<file path="src/design/isaPkg.sv">
// Instruction set encoding: opcodes, ALU ops, field layout and register-use decoding
package isaPkg;

    typedef logic [31:0] wordT;
    typedef logic [4:0]  regIdxT;

    typedef enum logic [4:0] {
        opRType = 5'b00000,
        opJ     = 5'b00001,
        opBne   = 5'b00010,
        opJal   = 5'b00011,
        opAddi  = 5'b00101,
        opBlt   = 5'b00110,
        opSw    = 5'b00111,
        opLw    = 5'b01000
    } opcodeT;

    typedef enum logic [4:0] {
        aluAdd = 5'b00000,
        aluSub = 5'b00001,
        aluAnd = 5'b00010,
        aluOr  = 5'b00011,
        aluSll = 5'b00100,
        aluSra = 5'b00101
    } aluOpT;

    // Field positions, low bit of each 5-bit field
    localparam int opcodeLsb   = 27;
    localparam int rdLsb       = 22;
    localparam int rsLsb       = 17;
    localparam int rtLsb       = 12;
    localparam int shamtLsb    = 7;
    localparam int aluOpLsb    = 2;
    localparam int fieldWidth  = 5;
    localparam int immWidth    = 17; // Sign-extended
    localparam int targetWidth = 27; // Absolute jump target

    localparam regIdxT linkReg = 5'd31; // jal return register

    function automatic opcodeT opcodeOf(wordT ir);
        return opcodeT'(ir[opcodeLsb +: fieldWidth]);
    endfunction

    function automatic regIdxT rdOf(wordT ir);
        return ir[rdLsb +: fieldWidth];
    endfunction

    function automatic regIdxT rsOf(wordT ir);
        return ir[rsLsb +: fieldWidth];
    endfunction

    function automatic regIdxT rtOf(wordT ir);
        return ir[rtLsb +: fieldWidth];
    endfunction

    function automatic logic [4:0] shamtOf(wordT ir);
        return ir[shamtLsb +: fieldWidth];
    endfunction

    function automatic aluOpT aluOpOf(wordT ir);
        return aluOpT'(ir[aluOpLsb +: fieldWidth]);
    endfunction

    function automatic wordT immOf(wordT ir);
        return {{(32 - immWidth){ir[immWidth-1]}}, ir[immWidth-1:0]};
    endfunction

    function automatic wordT targetOf(wordT ir);
        return wordT'(ir[targetWidth-1:0]);
    endfunction

    // First source: rd for branches (compared against rs)
    function automatic regIdxT srcAOf(wordT ir);
        case (opcodeOf(ir))
            opBne, opBlt:                return rdOf(ir);
            opRType, opAddi, opLw, opSw: return rsOf(ir);
            default:                     return '0;
        endcase
    endfunction

    // Second source: sw store data rides here too
    function automatic regIdxT srcBOf(wordT ir);
        case (opcodeOf(ir))
            opRType:      return rtOf(ir);
            opSw:         return rdOf(ir);
            opBne, opBlt: return rsOf(ir);
            default:      return '0;
        endcase
    endfunction

    // Zero means no register write
    function automatic regIdxT destOf(wordT ir);
        case (opcodeOf(ir))
            opRType, opAddi, opLw: return rdOf(ir);
            opJal:                 return linkReg;
            default:               return '0;
        endcase
    endfunction

endpackage

</file>
<file path="src/design/pipePkg.sv">
// Pipeline records: per-stage payloads, writeback commit and bypass source select
package pipePkg;
    import isaPkg::*;

    typedef struct packed {
        wordT ir;
        wordT pcPlusOne;
    } fetchDecodeT;

    typedef struct packed {
        wordT ir;
        wordT pcPlusOne;
        wordT regA;      // Register file read, port A
        wordT regB;
    } decodeExecT;

    typedef struct packed {
        wordT ir;
        wordT result;    // ALU output, or PC+1 for jal
        wordT storeData;
    } execMemT;

    typedef struct packed {
        wordT ir;
        wordT result;
        wordT loadData;
    } memWriteT;

    // Register write from writeback, also the external trace
    typedef struct packed {
        logic   valid;
        regIdxT dest;
        wordT   data;
    } commitT;

    typedef enum logic [1:0] {
        bypFile  = 2'd0,
        bypMem   = 2'd1,
        bypWrite = 2'd2
    } bypassSelT;

endpackage

</file>
<file path="src/design/regFile.sv">
// Register file: 32 words, two combinational reads, one write, r0 fixed at zero
module regFile import isaPkg::*, pipePkg::*; (
    input  logic   clock,
    input  logic   reset,
    input  regIdxT readRegA,
    input  regIdxT readRegB,
    output wordT   readDataA,
    output wordT   readDataB,
    input  commitT commit
);

    wordT regs [32];

    always_ff @(posedge clock) begin
        if (reset) begin
            for (int i = 0; i < 32; i++) begin
                regs[i] <= '0;
            end
        end else if (commit.valid && commit.dest != '0) begin
            regs[commit.dest] <= commit.data;
        end
    end

    // Same-cycle write is seen by decode
    assign readDataA = (readRegA == '0) ? '0
                     : (commit.valid && commit.dest == readRegA) ? commit.data : regs[readRegA];
    assign readDataB = (readRegB == '0) ? '0
                     : (commit.valid && commit.dest == readRegB) ? commit.data : regs[readRegB];

endmodule

</file>
<file path="config.mk">
export PLATFORM = sky130hd
export DESIGN_NAME = regFile
export DESIGN_NICKNAME = d
export VERILOG_FILES = /design/src/design/isaPkg.sv /design/src/design/pipePkg.sv /design/src/design/regFile.sv
export SDC_FILE = /design/constraint.sdc
export NUM_CORES = 2
export LEC_CHECK = 0
export ABC_AREA = 1
export BUFFER_PORTS_ARGS = -buffer_cell sky130_fd_sc_hd__buf_4
export CORE_MARGIN = 8
export CORE_UTILIZATION = 55
export CTS_BUF_LIST = sky130_fd_sc_hd__clkbuf_4 sky130_fd_sc_hd__clkbuf_8 sky130_fd_sc_hd__clkbuf_16
export DETAILED_ROUTE_END_ITERATION = 6
export PLACE_DENSITY_LB_ADDON = 0.1
export SYNTH_ARGS = -nofsm -noshare
export SYNTH_HDL_FRONTEND = slang
export SYNTH_SLANG_ARGS = --single-unit
</file>
<file path="constraint.sdc">
create_clock -name clock -period 3.9 [get_ports clock]
set_input_delay 0.585 -clock clock [delete_from_list [all_inputs] [get_ports clock]]
set_output_delay 0.585 -clock clock [all_outputs]
set_load 0.01 [all_outputs]
</file>
==> qor.txt <==
result of the run: finished with violations
violated checks: design-rule violations
count of buffer and inverter cells on the critical path: 4
Initial DRT Pass Iterations: 7
ratio of cells with drive above 1 in the final layout: 9.239%
final wirelength: 223400 µm
Synth cell types: 28
largest area contributor in the synthesized netlist: edfxtp_1
count of boundary I/O pins: 114
placed wire-length estimate after detailed placement: 133100 µm
Synth warnings: 0
antenna violations before repair: 2
netlist area before placement: 58790 µm²
simple logic cell fraction of the synthesized area: 30.32%
placer congestion estimate: 0.9576
share of the clock period used by the worst path: 90.50%
minimum clock period: 3529 ps
Peak Freq: 283.3 MHz
crit path cell chain: buf_8, inv_8, buf_12, nand2_1, nand3_1, nand3_1, nand2_1, a21oi_1, nand2_1, nand2_1, a21oi_1, buf_4
root buf cell: clkbuf_16
endpoint required time on the critical path: 3310 ps
wire per inst: 25.43 µm
via total after detailed routing: 54020
initial standard-cell utilization of the core: 55.15%
average footprint of a synthesized cell: 7.912 µm²
number of setup violations in the final report: 0
TritonCTS sink count: 1024
sequential area share after synthesis: 52.31%
Max FO, Critical Path: 61
Top Registers: regs x1024
Hold Slack: 325.3 ps
max_slew headroom: 16.19%
worst-case vdd ir drop: 0.0003825 V
P per Cell Area: 432.3 nW/µm²
via count of the first global-routing pass: 50730
horizontal die dimension: 342.9 µm
class of the worst hold path: input pin to register
Post-layout nets: 7335
commonest non-fill, non-tap cells in the layout: nand2_1 (1739), nor2_1 (1339), nand3_1 (1063)
arrival time worst endpoint: 2940 ps
final sum of negative setup slack: 0 ps
post_cts resized: 0
CORE AREA: 106600 µm²
relative area change from synthesis to final layout: 10.33%
Crit path max-delay family: buffers and inverters
pin count of the biggest net entering global routing: 100
antenna-violating nets left: 0
combinational family with the most area after synthesis: simple AND/OR/NAND/NOR gates
number of violations reported at the end of detailed-routing iteration 0: 7718
Num CTS Buffers: 114
overflow left after global routing: 0
Area contributors post-synth: edfxtp_1 (52%), nand2_1 (11%), nand3_1 (9.1%)
number of buffers inserted by port buffering: 113
clock tree from TritonCTS: done
H-Tree Depth: 3
count of endpoints failing hold in the final timing report: 0
drt via density: 6.149
number of slew-limit violations in the final report: 0
share of the core filled with cells in the final layout: 60.85%
worst setup path category: input pin to output pin
post-CTS setup buffer count: 0
RSZ-0062 raised after global routing: no
first-pass GRT wire length: 325800 µm
clock-pin slew of the registers on the worst-case setup and hold paths: 60 ps
fill cell count: 9349
post-synthesis register bit count: 1024
global-route usage over all layers: 37.09%
number of violations of the max-capacitance limit: 0
Critical-path top delay cell: a21oi_1
count of standard-cell rows: 120
flip-flop count of the largest register, all copies and words added: 1024
count of inserted antenna diode cells: 0
leakage power: 28.03 nW
slew at the pin closest to its max-slew limit: 1256 ps
share of Yosys cell area claimed by the top area cell type: 52.31%
fraction of synthesized cell area in xor and xnor cells: 0.02980%
most numerous cell on the critical path: nand2_1
multiplexer share of the synthesized area: 0%
stage delay of the slowest cell on the critical path: 430 ps
Most flops, register: regs
Synth Area in Adders: 0%
DRC Markers: 1
startpoint types: input pin
most frequent standard cell in the layout excluding fill and tap cells: nand2_1
complex-gate fraction of the synthesized area: 8.066%
hold buffer count at cts: 0
Clock Path Buffers: 3
Chip Height: 342.9 µm
area enclosed by the die boundary: 117600 µm²
type of element capturing the critical path: output pin
Synth Instances: 7430
## final timing paths
path / startpoint / end / slack [ps] / cells past startpoint
setup / recovery: readRegB[0] / readDataB[3] / 370 / 12
hold / removal: reset / regs[0][10] / 330 / 1
## per-layer routing
metal / routed length [µm] / part of all wire (%) / track usage [%] / up-vias
met5: 30 / 0.013 / 0 / -
met4: 17260 / 7.7 / 24.71 / 4
met3: 28160 / 13 / 7.497 / 784
met2: 96710 / 43 / 56.53 / 3932
met1: 81260 / 36 / 48.01 / 25250
li1: - / - / - / 24040
## where the power goes
group | leakage (nW) | total, W | internal (W) | switching [W]
Sequential | 9.75 | 0.0130 | 0.0127 | 0.000258
Combinational | 16.4 | 0.00408 | 0.00115 | 0.00293
Clock | 1.87 | 0.0110 | 0.00637 | 0.00462
## layout make-up
class | instances | area, µm² | area share, %
sequential | 1024 | 30750 | 47.41
multi-input combinational | 5160 | 22820 | 35.18
timing repair buffer | 349 | 3363 | 5.185
clock buffer | 136 | 3070 | 4.734
inverter | 636 | 2421 | 3.733
tap | 1403 | 1755 | 2.706
clock inverter | 77 | 681.9 | 1.051
## through the flow
stage / cells / worst slack [ps] / area [µm²] / power (W)
2_1_floorplan: 7461 / 1107 / 58900 / 0.01547
3_3_place_gp: 8572 / 511.7 / 61110 / 0.01707
3_5_place_dp: 8572 / 498.2 / 61110 / 0.01714
4_1_cts: 8785 / 483.2 / 64860 / 0.02792
5_1_grt: 8785 / 338.5 / 64860 / 0.02880
6_report: 8785 / 370.6 / 64860 / 0.02804
## synth_stat cells (all sizes together)
master and instances:
o21ai 387, edfxtp 1024, nand3 1067, nand2 1799, buf 338, inv 634
nand4 2, conb 1, clkbuf 303, nor3 10, xor2 2, or2 55
a21oi 267, nor2 1343, o211ai 191, o22ai 5, clkinv 2
## logic make-up (layout without fill, tap and decap cells)
logic type | after synthesis | in the layout
and+or+nand+nor | 4276 | 4276
xor gates and xnor gates | 2 | 2
buffers and inverters | 1277 | 1198
other | 1 | 32
DFF | 1024 | 1024
AOI/OAI and AO/OA | 850 | 850
(Power assumes the default switching activity.)
