**src/design/isaPkg.sv**
```systemverilog
// Instruction set encoding: opcodes, ALU ops, field layout and register-use decoding
package isaPkg;

    typedef logic [31:0] wordT;
    typedef logic [4:0]  regIdxT;

    typedef enum logic [4:0] {
        opRType = 5'b00000,
        opJ     = 5'b00001,
        opBne   = 5'b00010,
        opJal   = 5'b00011,
        opAddi  = 5'b00101,
        opBlt   = 5'b00110,
        opSw    = 5'b00111,
        opLw    = 5'b01000
    } opcodeT;

    typedef enum logic [4:0] {
        aluAdd = 5'b00000,
        aluSub = 5'b00001,
        aluAnd = 5'b00010,
        aluOr  = 5'b00011,
        aluSll = 5'b00100,
        aluSra = 5'b00101
    } aluOpT;

    // Field positions, low bit of each 5-bit field
    localparam int opcodeLsb   = 27;
    localparam int rdLsb       = 22;
    localparam int rsLsb       = 17;
    localparam int rtLsb       = 12;
    localparam int shamtLsb    = 7;
    localparam int aluOpLsb    = 2;
    localparam int fieldWidth  = 5;
    localparam int immWidth    = 17; // Sign-extended
    localparam int targetWidth = 27; // Absolute jump target

    localparam regIdxT linkReg = 5'd31; // jal return register

    function automatic opcodeT opcodeOf(wordT ir);
        return opcodeT'(ir[opcodeLsb +: fieldWidth]);
    endfunction

    function automatic regIdxT rdOf(wordT ir);
        return ir[rdLsb +: fieldWidth];
    endfunction

    function automatic regIdxT rsOf(wordT ir);
        return ir[rsLsb +: fieldWidth];
    endfunction

    function automatic regIdxT rtOf(wordT ir);
        return ir[rtLsb +: fieldWidth];
    endfunction

    function automatic logic [4:0] shamtOf(wordT ir);
        return ir[shamtLsb +: fieldWidth];
    endfunction

    function automatic aluOpT aluOpOf(wordT ir);
        return aluOpT'(ir[aluOpLsb +: fieldWidth]);
    endfunction

    function automatic wordT immOf(wordT ir);
        return {{(32 - immWidth){ir[immWidth-1]}}, ir[immWidth-1:0]};
    endfunction

    function automatic wordT targetOf(wordT ir);
        return wordT'(ir[targetWidth-1:0]);
    endfunction

    // First source: rd for branches (compared against rs)
    function automatic regIdxT srcAOf(wordT ir);
        case (opcodeOf(ir))
            opBne, opBlt:                return rdOf(ir);
            opRType, opAddi, opLw, opSw: return rsOf(ir);
            default:                     return '0;
        endcase
    endfunction

    // Second source: sw store data rides here too
    function automatic regIdxT srcBOf(wordT ir);
        case (opcodeOf(ir))
            opRType:      return rtOf(ir);
            opSw:         return rdOf(ir);
            opBne, opBlt: return rsOf(ir);
            default:      return '0;
        endcase
    endfunction

    // Zero means no register write
    function automatic regIdxT destOf(wordT ir);
        case (opcodeOf(ir))
            opRType, opAddi, opLw: return rdOf(ir);
            opJal:                 return linkReg;
            default:               return '0;
        endcase
    endfunction

endpackage

```
**src/design/pipePkg.sv**
```systemverilog
// Pipeline records: per-stage payloads, writeback commit and bypass source select
package pipePkg;
    import isaPkg::*;

    typedef struct packed {
        wordT ir;
        wordT pcPlusOne;
    } fetchDecodeT;

    typedef struct packed {
        wordT ir;
        wordT pcPlusOne;
        wordT regA;      // Register file read, port A
        wordT regB;
    } decodeExecT;

    typedef struct packed {
        wordT ir;
        wordT result;    // ALU output, or PC+1 for jal
        wordT storeData;
    } execMemT;

    typedef struct packed {
        wordT ir;
        wordT result;
        wordT loadData;
    } memWriteT;

    // Register write from writeback, also the external trace
    typedef struct packed {
        logic   valid;
        regIdxT dest;
        wordT   data;
    } commitT;

    typedef enum logic [1:0] {
        bypFile  = 2'd0,
        bypMem   = 2'd1,
        bypWrite = 2'd2
    } bypassSelT;

endpackage

```
**src/design/alu.sv**
```systemverilog
// Integer ALU: add, sub, and, or, shifts, plus signed compare flags for branches
module alu import isaPkg::*; (
    input  wordT       a,
    input  wordT       b,
    input  aluOpT      op,
    input  logic [4:0] shiftAmt,
    output wordT       result,
    output logic       notEqual,
    output logic       lessThan
);

    always_comb begin
        case (op)
            aluAdd:  result = a + b;
            aluSub:  result = a - b;
            aluAnd:  result = a & b;
            aluOr:   result = a | b;
            aluSll:  result = a << shiftAmt;                   // Shifts use shamt, not b
            aluSra:  result = wordT'($signed(a) >>> shiftAmt); // Sign fill
            default: result = '0;
        endcase
    end

    // Flags are independent of op
    assign notEqual = a != b;
    assign lessThan = $signed(a) < $signed(b);

endmodule

```
**src/design/hazardUnit.sv**
```systemverilog
// Hazard detection: load-use interlock and operand bypass selection
module hazardUnit import isaPkg::*, pipePkg::*; (
    input  wordT      decodeIr,
    input  wordT      execIr,
    input  wordT      memIr,
    input  wordT      writeIr,
    output logic      interlockStall,
    output bypassSelT aluASel,
    output bypassSelT aluBSel,
    output logic      storeBypass
);

    regIdxT decodeSrcA;
    regIdxT decodeSrcB;
    regIdxT execDest;
    regIdxT memDest;
    regIdxT writeDest;
    logic   execIsLoad;

    // Youngest producer wins
    function automatic bypassSelT pickSource(regIdxT src, regIdxT memDst, regIdxT writeDst);
        if (src == '0) return bypFile; // r0 never forwarded
        if (src == memDst) return bypMem;
        if (src == writeDst) return bypWrite;
        return bypFile;
    endfunction

    assign decodeSrcA = srcAOf(decodeIr);
    assign decodeSrcB = srcBOf(decodeIr);
    assign execDest   = destOf(execIr);
    assign memDest    = destOf(memIr);
    assign writeDest  = destOf(writeIr);
    assign execIsLoad = opcodeOf(execIr) == opLw;

    // Store data can wait for the writeback bypass, so sw data alone does not stall
    assign interlockStall = execIsLoad && execDest != '0
                            && (decodeSrcA == execDest
                                || (decodeSrcB == execDest && opcodeOf(decodeIr) != opSw));

    assign aluASel = pickSource(srcAOf(execIr), memDest, writeDest);
    assign aluBSel = pickSource(srcBOf(execIr), memDest, writeDest);

    // sw in memory whose data register is committing now
    assign storeBypass = opcodeOf(memIr) == opSw && writeDest != '0 && writeDest == rdOf(memIr);

endmodule

```
**src/design/pipeLatch.sv**
```systemverilog
// Stage register holding one pipeline payload, with hold and bubble insertion
module pipeLatch #(
    parameter type payloadT = logic
) (
    input  logic    clock,
    input  logic    reset,
    input  logic    stall,
    input  logic    flush,
    input  payloadT d,
    output payloadT q
);

    always_ff @(posedge clock) begin
        if (reset) begin
            q <= '0; // All-zero word decodes as a no-op
        end else if (!stall) begin // Hold wins over flush
            q <= flush ? '0 : d;
        end
    end

endmodule

```
**src/design/processor.sv**
```systemverilog
// Five-stage pipelined core with load-use interlock, bypassing and execute-stage branches
module processor import isaPkg::*, pipePkg::*; (
    input  logic   clock,
    input  logic   reset,
    output wordT   imemAddr,
    input  wordT   imemData,
    output wordT   dmemAddr,
    output wordT   dmemWriteData,
    output logic   dmemWrite,
    input  wordT   dmemReadData,
    output regIdxT readRegA,
    output regIdxT readRegB,
    input  wordT   readDataA,
    input  wordT   readDataB,
    output commitT commit
);

    wordT        pc;
    wordT        pcPlusOne;
    wordT        nextPc;
    wordT        branchTarget;
    logic        branchTaken;
    logic        interlockStall;
    logic        storeBypass;
    bypassSelT   aluASel;
    bypassSelT   aluBSel;
    fetchDecodeT fdIn, fd;
    decodeExecT  dxIn, dx;
    execMemT     xmIn, xm;
    memWriteT    mwIn, mw;
    opcodeT      execOp;
    aluOpT       execAluOp;
    wordT        execImm;
    wordT        operandA;
    wordT        operandB;
    wordT        aluB;
    wordT        aluResult;
    logic        notEqual;
    logic        lessThan;
    wordT        writeValue; // Final writeback data, also a bypass source

    hazardUnit hazards (
        .decodeIr(fd.ir), .execIr(dx.ir), .memIr(xm.ir), .writeIr(mw.ir),
        .interlockStall, .aluASel, .aluBSel, .storeBypass
    );

    // Fetch
    assign pcPlusOne = pc + 32'd1;
    assign nextPc    = branchTaken ? branchTarget : pcPlusOne;
    assign imemAddr  = pc;

    always_ff @(posedge clock) begin
        if (reset) begin
            pc <= '0;
        end else if (!interlockStall) begin // Refetch same word on interlock
            pc <= nextPc;
        end
    end

    assign fdIn = '{ir: imemData, pcPlusOne: pcPlusOne};
    pipeLatch #(.payloadT(fetchDecodeT)) fdLatch (
        .clock, .reset, .stall(interlockStall), .flush(branchTaken), .d(fdIn), .q(fd)
    );

    // Decode, register reads come back combinationally
    assign readRegA = srcAOf(fd.ir);
    assign readRegB = srcBOf(fd.ir);
    assign dxIn     = '{ir: fd.ir, pcPlusOne: fd.pcPlusOne, regA: readDataA, regB: readDataB};
    pipeLatch #(.payloadT(decodeExecT)) dxLatch (
        .clock, .reset, .stall(1'b0), .flush(interlockStall || branchTaken), .d(dxIn), .q(dx)
    );

    // Execute
    assign execOp    = opcodeOf(dx.ir);
    assign execImm   = immOf(dx.ir);
    assign execAluOp = (execOp == opRType) ? aluOpOf(dx.ir) : aluAdd; // Address math is add

    always_comb begin
        case (aluASel)
            bypMem:   operandA = xm.result;
            bypWrite: operandA = writeValue;
            default:  operandA = dx.regA;
        endcase
        case (aluBSel)
            bypMem:   operandB = xm.result;
            bypWrite: operandB = writeValue;
            default:  operandB = dx.regB;
        endcase
    end

    assign aluB = (execOp == opAddi || execOp == opLw || execOp == opSw) ? execImm : operandB;

    alu mainAlu (
        .a(operandA), .b(aluB), .op(execAluOp), .shiftAmt(shamtOf(dx.ir)),
        .result(aluResult), .notEqual, .lessThan
    );

    always_comb begin
        case (execOp)
            opBne:      branchTaken = notEqual; // rd != rs
            opBlt:      branchTaken = lessThan; // rd < rs
            opJ, opJal: branchTaken = 1'b1;
            default:    branchTaken = 1'b0;
        endcase
    end

    // Branches are PC-relative, jumps absolute
    assign branchTarget = (execOp == opBne || execOp == opBlt) ? dx.pcPlusOne + execImm
                                                               : targetOf(dx.ir);

    assign xmIn = '{ir: dx.ir,
                    result: (execOp == opJal) ? dx.pcPlusOne : aluResult,
                    storeData: operandB};
    pipeLatch #(.payloadT(execMemT)) xmLatch (
        .clock, .reset, .stall(1'b0), .flush(1'b0), .d(xmIn), .q(xm)
    );

    // Memory
    assign dmemAddr      = xm.result;
    assign dmemWriteData = storeBypass ? writeValue : xm.storeData; // Late store-data fix
    assign dmemWrite     = opcodeOf(xm.ir) == opSw;
    assign mwIn          = '{ir: xm.ir, result: xm.result, loadData: dmemReadData};
    pipeLatch #(.payloadT(memWriteT)) mwLatch (
        .clock, .reset, .stall(1'b0), .flush(1'b0), .d(mwIn), .q(mw)
    );

    // Writeback, r0 targets never commit
    assign writeValue = (opcodeOf(mw.ir) == opLw) ? mw.loadData : mw.result;
    assign commit     = '{valid: destOf(mw.ir) != '0, dest: destOf(mw.ir), data: writeValue};

endmodule

```
**config.mk**
```make
export PLATFORM = sky130hd
export DESIGN_NAME = processor
export DESIGN_NICKNAME = d
export VERILOG_FILES = /design/src/design/isaPkg.sv /design/src/design/pipePkg.sv /design/src/design/alu.sv /design/src/design/hazardUnit.sv /design/src/design/pipeLatch.sv /design/src/design/processor.sv
export SDC_FILE = /design/constraint.sdc
export NUM_CORES = 1
export LEC_CHECK = 0
export BUFFER_PORTS_ARGS = -buffer_cell sky130_fd_sc_hd__buf_2
export CAP_MARGIN = 20
export CELL_PAD_IN_SITES_DETAIL_PLACEMENT = 1
export CELL_PAD_IN_SITES_GLOBAL_PLACEMENT = 2
export CORE_MARGIN = 2
export CORE_UTILIZATION = 40
export DETAILED_ROUTE_END_ITERATION = 12
export PLACE_DENSITY = 0.85
export SLEW_MARGIN = 5
export SYNTH_ARGS = -nofsm -noshare
export SYNTH_HDL_FRONTEND = slang
export SYNTH_HIERARCHICAL = 1
export SYNTH_SLANG_ARGS = --single-unit
```
**constraint.sdc**
```tcl
create_clock -name clock -period 16 [get_ports clock]
set_input_delay 2.4 -clock clock [delete_from_list [all_inputs] [get_ports clock]]
set_output_delay 2.4 -clock clock [all_outputs]
set_load 0.005 [all_outputs]
```
==> results.tsv, run 1 <==
metric	value	unit
cts_tree	yes	
io_buffer_count	274	
p_per_area	89.1	mW/mm^2
critPathMaxStageDelay	0.76	ns
crit_type	reg2reg	
antenna_found_initial	8	
setup_viol	0	
grt_pass1_wl	193	mm
syn2layout_area_growth	10.2	%
die_width	283	um
yosys_warnings	6	
num-fill-cells	9565	
status	completed	
path_max_fanout	70	
grt_max_degree	244	
path_clk_slew	0.06	ns
syn_area_per_cell	7.84	um^2
clock.fmax	100	MHz
vias_per_cell	6.02	
period_needed	9.95	ns
clock_path_buffers	3	
drtIter0Drc	2782	
min_path_type	reg2reg	
tns	0	ns
synth_area	0.0312	mm^2
rows	102	
core_area	0.0773	mm^2
vias	30801	
io_pins	275	
post_synth_inst_count	3972	
drive_gt1_share	20.1	%
ant_nets	0	
die_y	283	um
wl_per_cell	25.2	um
finalInstanceArea	0.0343	mm^2
slew_headroom	29.8	%
cts-root-buf	clkbuf_16	
tightest_slew	1.05	ns
cts_setup_buffers	0	
grt_pass1_vias	30340	
p_leak	12.7	nW
start_util	40.3	%
cts.sinks	372	
post_cts_resized	0	
maxCapViolCount	0	
arrival	10.38	ns
drc	0	
seq_area	0.00746	mm^2
r2r_slack	6.05	ns
peakVddDrop	66.0	uV
multi_input_area	0.0216	mm^2
worstSetupEndpointType	flip-flop	
finalCritPeriodShare	62.2	%
finalWeightedCongestion	0.972	
wirelength	129	mm
place_inst	5033	
post_dp_cell_area	0.0328	mm^2
finalHoldViolCount	0	
stdcell_count	5118	
slowest_stage	buf_4	
numCtsBuffers	45	
dp_hpwl	95.5	mm
first_pass_iters	6	
clock_skew	0.0476	ns
nNetsFinal	4315	
h-tree-depth	2	
grt_overflow	0	
slew_viol_final	0	
insertion_delay	0.63	ns
whs	0.474	ns
start_kind	flip-flop	
grt_setup_unrepaired	false	
power	0.00306	W
grtUsageTotal	30.9	%
fp.dieArea	0.0801	mm^2
required	16.43	ns
ctsHoldBuffers	0	
[through the flow]
| step | worst slack (ns) | util (%) |
|---|---|---|
| CTS | 5.85 | 44.3 |
| detailed placement | 5.91 | 42.4 |
| global placement | 6.12 | 42.3 |
| floorplan | 8.78 | - |
| global route | 5.43 | 44.4 |
| finish | 6.05 | 44.4 |
[worst max-delay path: cells and delay by family, from the launching register on]
kind / cells / cell delay (ns)
mux: 1 / 0.29
compound gates: 12 / 2.96
buf+inv: 6 / 1.76
flops: 1 / 0.56
fa+ha+maj: 3 / 0.76
simple gates: 9 / 3.09
xor+xnor: 1 / 0.18
[metal layers]
layer  share of wire, %  global-route usage [%]  routed length, um  up-vias
met5                  0                       0                  0        -
met4                5.2                    15.6               6710        0
met3                4.7                    3.06               5990      246
met2                 47                    50.6              60500      974
met1                 43                    40.3              55600    15195
li1                   -                       -                  -    14386
[path summary, 6_finish.rpt]
| kind | start | end | cells past startpoint |
|---|---|---|---|
| min reg2reg | fdLatch/q[31] | fdLatch/q[31] | 2 |
| min | fdLatch/q[31] | fdLatch/q[31] | 2 |
| max reg2reg | dxLatch/q[123] | dxLatch/q[29] | 32 |
| max | dxLatch/q[123] | dxLatch/q[29] | 32 |
[placed cells by master (no fill, tap or decap), drive strengths merged, types with 40 or more instances in the layout]
cell and instances:
a211oi 44, a21oi 245, a22oi 80, buf 346, clkbuf 66, dfxtp 372
ha 141, inv 131, mux2 135, mux2i 72, nand2 608, nand2b 356
nand3 40, nor2 198, nor3 52, o21ai 236, o22ai 358, xnor2 67
xor2 47
[final cells by class]
class | instances | share of cell area, %
well taps | 1040 | 3.79
repair buffers | 346 | 5.67
clock inverters | 13 | 0.441
diodes | 5 | 0.0365
multi-input cells | 3145 | 62.9
flip-flops and latches | 372 | 21.7
inverters | 131 | 1.43
clock buffers | 66 | 4.01
[where the power goes]
group | switching [W] | internal [W]
Clock | 0.000435 | 0.000630
Sequential | 0.0000602 | 0.000969
Combinational | 0.000629 | 0.000333
[flip-flops by register name (all words and copies together), names as in the netlist]
register,flops
mwLatch/q,74
fdLatch/q,64
dxLatch/q,128
xmLatch/q,74
imemAddr,32
No activity file was read; power rests on OpenSTA's default activity.
==> run 2: changes to the inputs <==
--- a/config.mk
+++ b/config.mk
@@ -10,9 +10,9 @@
 export CELL_PAD_IN_SITES_DETAIL_PLACEMENT = 1
 export CELL_PAD_IN_SITES_GLOBAL_PLACEMENT = 2
 export CORE_MARGIN = 2
-export CORE_UTILIZATION = 40
+export CORE_UTILIZATION = 33
 export DETAILED_ROUTE_END_ITERATION = 12
-export PLACE_DENSITY = 0.85
+export PLACE_DENSITY = 0.74
 export SLEW_MARGIN = 5
 export SYNTH_ARGS = -nofsm -noshare
 export SYNTH_HDL_FRONTEND = slang
==> constraint.sdc (replaced) <==
create_clock -name clock -period 8.35 [get_ports clock]
set_input_delay 1.2525 -clock clock [delete_from_list [all_inputs] [get_ports clock]]
set_output_delay 1.2525 -clock clock [all_outputs]
set_load 0.005 [all_outputs]
==> run 2 against run 1 <==
Clock power grew 98%. Critical path depth is the same. Sequential cell count is the same. Worst hold slack gained 0.010 ns. Total power grew 96%. Design area grew 2.4%. Cell count grew 5.2%. Critical endpoint is now dxLatch/q[47]. Largest cell class unchanged. Highest routed layer unchanged.
==> results.tsv, run 2 (same netlist as run 1, synthesis figures left out) <==
metric	value	unit
p_clk_share	35.4	%
crit_type	reg2reg	
clock_path_buffers	3	
crit_top_cell	inv_1	
wirelength	134	mm
cts_tree	yes	
drc	0	
start_kind	flip-flop	
finalInstanceArea	0.0351	mm^2
cts.sinks	372	
ctsHoldBuffers	0	
vias_per_cell	5.68	
seqPwrFrac	32.9	%
setup_viol	0	
layout_commonest_cell	nand2_1	
reg_top3	dxLatch/q: 128 flops, mwLatch/q: 74 flops, xmLatch/q: 74 flops	
maxCapViolCount	0	
status	completed	
finalCritPeriodShare	93.9	%
clock.fmax	128	MHz
rows	112	
p_leak	13.0	nW
tightest_slew	1.16	ns
combPwrFrac	31.7	%
period_needed	7.84	ns
ant_nets	0	
path_clk_slew	0.06	ns
slew_headroom	21.8	%
grtUsageTotal	26.6	%
cell_internal_pwr	0.00381	W
wl_per_cell	25.0	um
fp.dieArea	0.0969	mm^2
critPathMaxStageDelay	0.52	ns
io_buffer_count	274	
grt_setup_unrepaired	false	
drive_gt1_share	21.4	%
top_register	dxLatch/q	
min_path_type	reg2reg	
die_y	311	um
setup_ws	0.509	ns
worstSetupEndpointType	flip-flop	
final_cell_mix	607 x nand2_1, 368 x dfxtp_1, 356 x nand2b_1, 274 x buf_2, 240 x a21oi_1	
peakVddDrop	133	uV
syn2layout_area_growth	12.8	%
p_sw	0.00218	W
h-tree-depth	2	
grt_max_degree	169	
p_per_area	170	mW/mm^2
cts-root-buf	clkbuf_16	
core_area	0.0935	mm^2
grt_overflow	0	
path_max_fanout	47	
antenna_found_initial	6	
die_width	311	um
slowest_stage	or3_1	
first_pass_iters	6	
largest_register_ffs	128	
finalHoldViolCount	0	
post_dp_cell_area	0.0334	mm^2
place_ws	-0.0675	ns
grt_pass1_vias	29733	
finalWeightedCongestion	0.957	
insertion_delay	0.60	ns
nNetsFinal	4365	
required	8.85	ns
switching_share	36.5	%
drtIter0Drc	2916	
dp_hpwl	102	mm
place_inst	5293	
start_util	33.3	%
numCtsBuffers	47	
grt_pass1_wl	198	mm
clock_skew	0.0234	ns
tns	0	ns
arrival	8.35	ns
slew_viol_final	0	
stdcell_count	5383	
vias	30574	
io_pins	275	
[run 2: changes by cell type in the layout (fill, tap and decap cells not counted), moves of 3 or more]
cell,change
ha_1,-3
buf_12,+5
buf_4,+41
clkinv_2,+4
clkbuf_8,-4
[run 2: area by class of cell]
cell class,instances,area (um^2)
clock buffers,65,1380
clock inverters,19,210
flip-flops and latches,372,7460
repair buffers,394,2370
diodes,3,7.51
well taps,1254,1570
multi-input cells,3145,21700
inverters,131,492
fillers,11445,58300
[run 2: per-layer routing]
layer	vias up	GRT usage (%)	part of all wire, %
met5	-	0	0
met4	0	9.33	3.7
met3	178	2.50	4.2
met2	820	44.3	47
met1	15101	35.7	45
li1	14475	-	-
[run 2: critical path: cells and delay by family, from the launching register on]
| family | cells | cell delay [ns] |
|---|---|---|
| DFF | 1 | 0.41 |
| muxes | 1 | 0.24 |
| adders and majority gates | 2 | 0.63 |
| xor gates and xnor gates | 1 | 0.07 |
| AOI/OAI and AO/OA | 12 | 2.62 |
| buffers and inverters | 7 | 1.09 |
| and+or+nand+nor | 9 | 2.61 |
[run 2: what timing repair did]
| action | in CTS | in global routing |
|---|---|---|
| gates resized for setup | 1 | 16 |
| buffers inserted | 0 | 3 |
| endpoints found under the setup margin | 2 | 220 |
| cloned | 0 | 0 |
| pin swaps | 0 | 2 |
[run 2: worst paths after layout]
kind / slack, ns / to / cells past startpoint / from
max: 0.51 / dxLatch/q[47] / 32 / dxLatch/q[124]
min: 0.48 / dxLatch/q[84] / 2 / fdLatch/q[20]
max reg2reg: 0.51 / dxLatch/q[47] / 32 / dxLatch/q[124]
min reg2reg: 0.48 / dxLatch/q[84] / 2 / fdLatch/q[20]
[run 2: power groups by stage]
stage | Combinational (W) | Clock, W | Sequential, W
after floorplan | 0.00124 | 0 | 0.00195
after global placement | 0.00183 | 0 | 0.00201
after detailed placement | 0.00183 | 0 | 0.00201
final | 0.00190 | 0.00212 | 0.00197
after CTS | 0.00184 | 0.00216 | 0.00197
after global routing | 0.00204 | 0.00224 | 0.00198
[run 2: through the flow]
step | power, W | hold slack, ns | utilization, %
global placement | 0.00383 | 0.469 | 35.8
CTS | 0.00597 | 0.485 | 37.5
detailed placement | 0.00384 | 0.477 | 35.8
finish | 0.00599 | 0.484 | 37.6
global route | 0.00625 | 0.502 | 37.6
floorplan | 0.00320 | 0.447 | -
